<file path="src/common/cl_hello_pkg.sv">
// Hello world shared definitions

package cl_hello_pkg;

  // ------------------------------------------------------------------------
  // Bus widths
  // ------------------------------------------------------------------------
  localparam int OCL_ADDR_W = 32;
  localparam int OCL_DATA_W = 32;
  localparam int VLED_W     = 16;

  // Byte address on the OCL bus
  typedef logic [OCL_ADDR_W-1:0] ocl_addr_t;

  // Single data beat
  typedef logic [OCL_DATA_W-1:0] ocl_data_t;

  // Virtual LED and DIP switch bits
  typedef logic [VLED_W-1:0] led_t;

  // ------------------------------------------------------------------------
  // Register map
  // ------------------------------------------------------------------------
  // Hello world register, reads back byte swapped
  localparam ocl_addr_t HELLO_WORLD_REG_ADDR = 32'h0000_0500;

  // LED shadow register, read only
  localparam ocl_addr_t VLED_REG_ADDR = 32'h0000_0504;

  // ------------------------------------------------------------------------
  // Write channel FSM
  // ------------------------------------------------------------------------
  // WR_IDLE waits for an address
  // WR_DATA waits for the data beat
  // WR_RESP holds bvalid until bready
  typedef enum logic [1:0] {
    WR_IDLE = 2'd0,
    WR_DATA = 2'd1,
    WR_RESP = 2'd2
  } wr_state_e;

endpackage

</file>
<file path="src/ocl/ocl_slave.sv">
// OCL single beat bus slave

`timescale 1ns/1ps

module ocl_slave
  import cl_hello_pkg::*;
(
  input  logic      clk_main_a0,
  input  logic      rst_main_n_sync,
  // Write address channel
  input  logic      awvalid,
  input  ocl_addr_t awaddr,
  output logic      awready,
  // Write data channel
  input  logic      wvalid,
  input  ocl_data_t wdata,
  output logic      wready,
  // Write response channel
  output logic      bvalid,
  input  logic      bready,
  // Read address channel
  input  logic      arvalid,
  input  ocl_addr_t araddr,
  output logic      arready,
  // Read data channel
  output logic      rvalid,
  output ocl_data_t rdata,
  input  logic      rready,
  // Register file strobes
  output logic      wr_en,
  output ocl_addr_t wr_addr,
  output ocl_data_t wr_data,
  output ocl_addr_t rd_addr,
  input  ocl_data_t rd_data
);

  // ------------------------------------------------------------------------
  // Write channel
  // ------------------------------------------------------------------------
  wr_state_e wr_state;
  wr_state_e wr_state_nxt;
  ocl_addr_t wr_addr_q;

  // Next state
  always_comb
  begin
    wr_state_nxt = wr_state;
    unique case (wr_state)
      WR_IDLE:
      begin
        if (awvalid)
          wr_state_nxt = WR_DATA;
      end
      WR_DATA:
      begin
        if (wvalid)
          wr_state_nxt = WR_RESP;
      end
      WR_RESP:
      begin
        if (bready)
          wr_state_nxt = WR_IDLE;
      end
      default:
      begin
        wr_state_nxt = WR_IDLE;
      end
    endcase
  end

  always_ff @(posedge clk_main_a0)
  begin
    if (!rst_main_n_sync)
      wr_state <= WR_IDLE;
    else
      wr_state <= wr_state_nxt;
  end

  // Address is captured on the accepting edge
  always_ff @(posedge clk_main_a0)
  begin
    if (awvalid && awready)
      wr_addr_q <= awaddr;
  end

  assign awready = (wr_state == WR_IDLE);
  assign wready  = (wr_state == WR_DATA) && wvalid;
  assign bvalid  = (wr_state == WR_RESP);

  // Strobe fires with the data beat itself
  assign wr_en   = wready;
  assign wr_addr = wr_addr_q;
  assign wr_data = wdata;

  // ------------------------------------------------------------------------
  // Read channel
  // ------------------------------------------------------------------------
  logic      rd_pend;
  ocl_addr_t rd_addr_q;

  // One read in flight at a time
  assign arready = !rd_pend && !rvalid;

  always_ff @(posedge clk_main_a0)
  begin
    if (arvalid && arready)
      rd_addr_q <= araddr;
  end

  always_ff @(posedge clk_main_a0)
  begin
    if (!rst_main_n_sync)
    begin
      rd_pend <= 1'b0;
      rvalid  <= 1'b0;
      rdata   <= '0;
    end
    else
    begin
      // Address registered, fetch next cycle
      if (arvalid && arready)
        rd_pend <= 1'b1;
      else if (rd_pend)
        rd_pend <= 1'b0;

      // Data held until the master takes it
      if (rd_pend)
      begin
        rvalid <= 1'b1;
        rdata  <= rd_data;
      end
      else if (rvalid && rready)
        rvalid <= 1'b0;
    end
  end

  assign rd_addr = rd_addr_q;

endmodule

</file>
<file path="src/hello_world_reg.sv">
// Hello world register file

`timescale 1ns/1ps

module hello_world_reg
  import cl_hello_pkg::*;
#(
  parameter int LED_W = 16
) (
  input  logic             clk_main_a0,
  input  logic             rst_main_n_sync,
  input  logic             wr_en,
  input  ocl_addr_t        wr_addr,
  input  ocl_data_t        wr_data,
  input  ocl_addr_t        rd_addr,
  output ocl_data_t        rd_data,
  output logic [LED_W-1:0] led_shadow
);

  ocl_data_t        hello_world_q;
  ocl_data_t        hello_world_swap;
  logic [LED_W-1:0] led_shadow_q;

  // ------------------------------------------------------------------------
  // Register updates
  // ------------------------------------------------------------------------
  always_ff @(posedge clk_main_a0)
  begin
    if (!rst_main_n_sync)
    begin
      hello_world_q <= '0;
      led_shadow_q  <= '0;
    end
    else
    begin
      // Only the hello world address is writable
      if (wr_en && (wr_addr == HELLO_WORLD_REG_ADDR))
        hello_world_q <= wr_data;
      // Shadow trails the main register by one cycle
      led_shadow_q <= hello_world_q[LED_W-1:0];
    end
  end

  // Byte order reversed on read
  assign hello_world_swap = {hello_world_q[7:0], hello_world_q[15:8],
                             hello_world_q[23:16], hello_world_q[31:24]};

  // ------------------------------------------------------------------------
  // Read decode
  // ------------------------------------------------------------------------
  always_comb
  begin
    unique case (rd_addr)
      HELLO_WORLD_REG_ADDR: rd_data = hello_world_swap;
      VLED_REG_ADDR:        rd_data = ocl_data_t'(led_shadow_q);
      // Unmapped reads complete with zero
      default:              rd_data = '0;
    endcase
  end

  assign led_shadow = led_shadow_q;

endmodule

</file>
<file path="src/vled_status.sv">
// Virtual LED status

`timescale 1ns/1ps

module vled_status
  import cl_hello_pkg::*;
#(
  parameter int LED_W = 16
) (
  input  logic             clk_main_a0,
  input  logic             rst_main_n_sync,
  input  logic [LED_W-1:0] led_shadow,
  input  logic [LED_W-1:0] vdip,
  output logic [LED_W-1:0] vled
);

  // ------------------------------------------------------------------------
  // DIP switch synchronizer
  // ------------------------------------------------------------------------
  logic [LED_W-1:0] vdip_q1;
  logic [LED_W-1:0] vdip_q2;

  always_ff @(posedge clk_main_a0)
  begin
    if (!rst_main_n_sync)
    begin
      vdip_q1 <= '0;
      vdip_q2 <= '0;
    end
    else
    begin
      vdip_q1 <= vdip;
      vdip_q2 <= vdip_q1;
    end
  end

  // ------------------------------------------------------------------------
  // LED output register
  // ------------------------------------------------------------------------
  // An LED is lit only when its DIP switch is on
  always_ff @(posedge clk_main_a0)
  begin
    if (!rst_main_n_sync)
      vled <= '0;
    else
      vled <= led_shadow & vdip_q2;
  end

endmodule

</file>
<file path="src/cl_hello_top.sv">
// Hello world top level

`timescale 1ns/1ps

module cl_hello_top
  import cl_hello_pkg::*;
(
  input  logic      clk_main_a0,
  input  logic      rst_main_n_sync,
  // Write address channel
  input  logic      awvalid,
  input  ocl_addr_t awaddr,
  output logic      awready,
  // Write data channel
  input  logic      wvalid,
  input  ocl_data_t wdata,
  output logic      wready,
  // Write response channel
  output logic      bvalid,
  input  logic      bready,
  // Read address channel
  input  logic      arvalid,
  input  ocl_addr_t araddr,
  output logic      arready,
  // Read data channel
  output logic      rvalid,
  output ocl_data_t rdata,
  input  logic      rready,
  // Virtual DIP switches and LEDs
  input  led_t      vdip,
  output led_t      vled
);

  // LED width follows the package LED type
  localparam int LED_W = $bits(led_t);

  // ------------------------------------------------------------------------
  // Register strobes between bus slave and register file
  // ------------------------------------------------------------------------
  logic      wr_en;
  ocl_addr_t wr_addr;
  ocl_data_t wr_data;
  ocl_addr_t rd_addr;
  ocl_data_t rd_data;
  led_t      led_shadow;

  // Bus slave
  ocl_slave u_ocl_slave (
    .clk_main_a0     (clk_main_a0),
    .rst_main_n_sync (rst_main_n_sync),
    .awvalid         (awvalid),
    .awaddr          (awaddr),
    .awready         (awready),
    .wvalid          (wvalid),
    .wdata           (wdata),
    .wready          (wready),
    .bvalid          (bvalid),
    .bready          (bready),
    .arvalid         (arvalid),
    .araddr          (araddr),
    .arready         (arready),
    .rvalid          (rvalid),
    .rdata           (rdata),
    .rready          (rready),
    .wr_en           (wr_en),
    .wr_addr         (wr_addr),
    .wr_data         (wr_data),
    .rd_addr         (rd_addr),
    .rd_data         (rd_data)
  );

  // Hello world and LED shadow registers
  hello_world_reg #(
    .LED_W (LED_W)
  ) u_hello_world_reg (
    .clk_main_a0     (clk_main_a0),
    .rst_main_n_sync (rst_main_n_sync),
    .wr_en           (wr_en),
    .wr_addr         (wr_addr),
    .wr_data         (wr_data),
    .rd_addr         (rd_addr),
    .rd_data         (rd_data),
    .led_shadow      (led_shadow)
  );

  // DIP sync and LED mask
  vled_status #(
    .LED_W (LED_W)
  ) u_vled_status (
    .clk_main_a0     (clk_main_a0),
    .rst_main_n_sync (rst_main_n_sync),
    .led_shadow      (led_shadow),
    .vdip            (vdip),
    .vled            (vled)
  );

endmodule

</file>
<file path="config.mk">
export PLATFORM = sky130hd
export DESIGN_NAME = cl_hello_top
export DESIGN_NICKNAME = d
export VERILOG_FILES = /design/src/common/cl_hello_pkg.sv /design/src/ocl/ocl_slave.sv /design/src/hello_world_reg.sv /design/src/vled_status.sv /design/src/cl_hello_top.sv
export SDC_FILE = /design/constraint.sdc
export NUM_CORES = 1
export LEC_CHECK = 0
export BUFFER_PORTS_ARGS = -buffer_cell sky130_fd_sc_hd__clkbuf_2
export CAP_MARGIN = 20
export CORE_MARGIN = 2
export CORE_UTILIZATION = 50
export CTS_CLUSTER_DIAMETER = 120
export DETAILED_ROUTE_END_ITERATION = 8
export GPL_ROUTABILITY_DRIVEN = 1
export HOLD_SLACK_MARGIN = 0.02
export PLACE_DENSITY = 0.76
export SLEW_MARGIN = 0
export SYNTH_ARGS = -nofsm -noshare
export SYNTH_HDL_FRONTEND = slang
export SYNTH_SLANG_ARGS = --single-unit
</file>
<file path="constraint.sdc">
create_clock -name clk_main_a0 -period 2.2 [get_ports clk_main_a0]
set_clock_uncertainty 0.15 [all_clocks]
set_input_delay 0.33 -clock clk_main_a0 [delete_from_list [all_inputs] [get_ports clk_main_a0]]
set_output_delay 0.33 -clock clk_main_a0 [all_outputs]
set_load 0.02 [all_outputs]
</file>
==> impl_metrics.ini <==
[power_and_ir_drop]
power.total_uw = 7339
p_leak_uw = 0.004017
p_per_area_mw_per_mm2 = 770.5
vdd_drop_max_v = 0.0005477

[cells_and_area]
fin_area_sq_mm = 0.009524
diodes = 0
final_layout_size_suffix_gt1_share_pct = 27.31
fin_nets = 941
fin_util_pct = 71.64
final_cell_mix = clkbuf_2 (171), dfxtp_1 (132), dlygate4sd3_1 (106), edfxtp_1 (64)
area_growth_pct = 39.49
layout.cells.most_common = clkbuf_2

[detailed_routing]
route.vias.total = 5113
drc = 0
drt_iter0_drc = 289
drt-total-wl_um = 16750
routed_via_density = 5.057
wire_per_inst_um = 16.57
antenna_left = 0
firstDrtPassIters = 4

[sta]
max_freq_mhz = 487.0
slew-limit-headroom_pct = 59.88
maxSlewViolCount = 0
timing.final.crit_period_ns = 2.053
final.setup.tns_ns = 0
tightest_slew_ns = 0.5963
rsz0062_at_grt = false
finalSetupViolCount = 0
report.final.hold_viol_count = 0
period_share_pct = 93.33

[yosys]
yosys.area.top_type = dfxtp_1
synth-async-reset-ratio_pct = 0
syn_avg_cell_area_sq_um = 12.46
synth_cell_types = 30
syn_area_sq_mm = 0.006828
synth_area_leaders = dfxtp_1 (39%), edfxtp_1 (28%), mux2i_1 (4.8%)
synth_nets = 667
seq_area_frac_synth_pct = 66.85
synth_warnings = 0
ys_ff_latch = 196
synth_edf_count = 64
synth-main-ff-cell = dfxtp_1
syn_inst = 548
yosysTopAreaCellShare_pct = 38.70

[floorplan]
io_pins = 172
rows = 42
initial_core_util_pct = 51.36
die_h_um = 120.9
die_area_sq_mm = 0.01461
core_area_sq_mm = 0.01330
die_w_um = 120.9

[global_route]
grt_pass1_wl_um = 26710
grt_util_met1_pct = 29.23
grt_max_degree = 63
grt_busiest_layer = met2
grt.total_usage_pct = 23.98
grt_pass1_vias = 5342
gr-usage-met3_pct = 4.746
antenna_found_initial = 0
grt_use_met2_pct = 41.50
grt.overflow.total = 0

[clock_tree]
clock-root-buffer = clkbuf_16
cts_tree = yes
cts_buffers = 17
htree_levels = 4
clk_pin_slew_ns = 0.07
clk_latency_ns = 0.42
cts.sink_count = 196
cts_buffer_depth = 2

[placement]
portBuffers = 171
gp_congestion = 0.7470
post_dp_cell_area_sq_mm = 0.007891
hpwl_um = 10670

[worst_setup_path]
critPathLaunchType = register
cp.arrival_ns = 2.19
worst-path-buf-inv = 1
r2r_slack_ns = 0.15
cp.required_ns = 2.34
cp_slowest_cell = nor4_1
crit_chain = nor4_1, nand3_2, buf_4, o31ai_1, a21oi_1
crit_type = register to register
endpoint_kind = register
crit_fanout = 16
critPathMaxStageDelay_ns = 0.56
path_delay_family = simple AND/OR/NAND/NOR gates

[hold_path]
min_path_type = primary input to register

[outcome]
status = finished clean

[job]
drv_cap = 0
through the flow:
step           instances  setup WS (ns)  hold WS (ns)
2_1_floorplan        548         0.1503        0.2557
4_1_cts             1011         0.1927       0.02041
5_1_grt             1011        0.05020       0.02787
3_3_place_gp         873         0.3048        0.2588
3_5_place_dp         873         0.2125        0.2647
6_report            1011         0.1468       0.03108
Yosys cell counts, types with 2 or more instances:
cell type and n:
nand2_1 33, nor2_1 4, nor4bb_1 2, nand4_1 18, and2_1 35, mux2i_1 33, dfxtp_1 132, nor2b_1 17
or3_1 16, nor4_1 9, inv_1 19, nor4b_1 16, clkbuf_1 27, edfxtp_1 64, buf_2 10, o31ai_1 16
a21oi_1 34, o21a_1 16, nand2b_1 16, and3_1 18, nor4_4 4
cell type report:
| class | instances | area (sq um) |
|---|---|---|
| clock inverters | 15 | 146.4 |
| flip-flops and latches | 196 | 4564 |
| inverters | 20 | 75.07 |
| fillers | 912 | 3771 |
| multi-input cells | 294 | 2018 |
| well taps | 176 | 220.2 |
| repair buffers | 293 | 2074 |
| clock buffers | 17 | 425.4 |
cell families (layout without fill, tap and decap cells):
logic type	count (synthesis)	count (layout)	synth area share, %
AOI/OAI and AO/OA	66	66	6.011
buffers and inverters	58	345	3.610
DFF	196	196	66.85
muxes	33	33	4.838
and+or+nand+nor	195	195	18.69
sequential cells by signal (all words and copies together) (netlist names), 2 cells and up:
signal and flops:
u_hello_world_reg.hello_world_q 32, u_hello_world_reg.led_shadow 16, u_ocl_slave.rd_addr 32, u_ocl_slave.rdata 32
u_ocl_slave.wr_addr 32, u_ocl_slave.wr_state 2, u_vled_status.vdip_q1 16, u_vled_status.vdip_q2 16
u_vled_status.vled 16
worst min-delay path: cells and delay by family:
kind	cells	cell delay [ns]
buffers and inverters	1	0.10
AOI/OAI and AO/OA	1	0.06
and+or+nand+nor	1	0.07
power by group:
| part | total, uW | switching (uW) | internal (uW) |
|---|---|---|---|
| Sequential | 3900 | 42.7 | 3860 |
| Clock | 2970 | 1380 | 1590 |
| Combinational | 467 | 202 | 265 |
path summary, 6_finish.rpt:
path,start,to,cells after the start
setup / recovery,u_ocl_slave.wr_addr[19],u_hello_world_reg.hello_world_q[27],5
hold / removal,wdata[22],u_hello_world_reg.hello_world_q[22],3
setup reg to reg,u_ocl_slave.wr_addr[19],u_hello_world_reg.hello_world_q[27],5
hold reg to reg,u_vled_status.vdip_q1[10],u_vled_status.vdip_q2[10],1
metal layers:
metal	up-vias	part of all wire (%)
met5	-	0
met4	0	2.2
met3	25	4.8
met2	182	52
met1	2416	41
li1	2490	-
what timing repair did:
action	4_1_cts	5_1_grt
setup endpoints to repair	0	0
setup buffers	0	0
resized for setup	0	0
endpoints found under the hold margin	106	0
hold buffers	106	0
No activity file was read; power rests on OpenSTA's default activity.
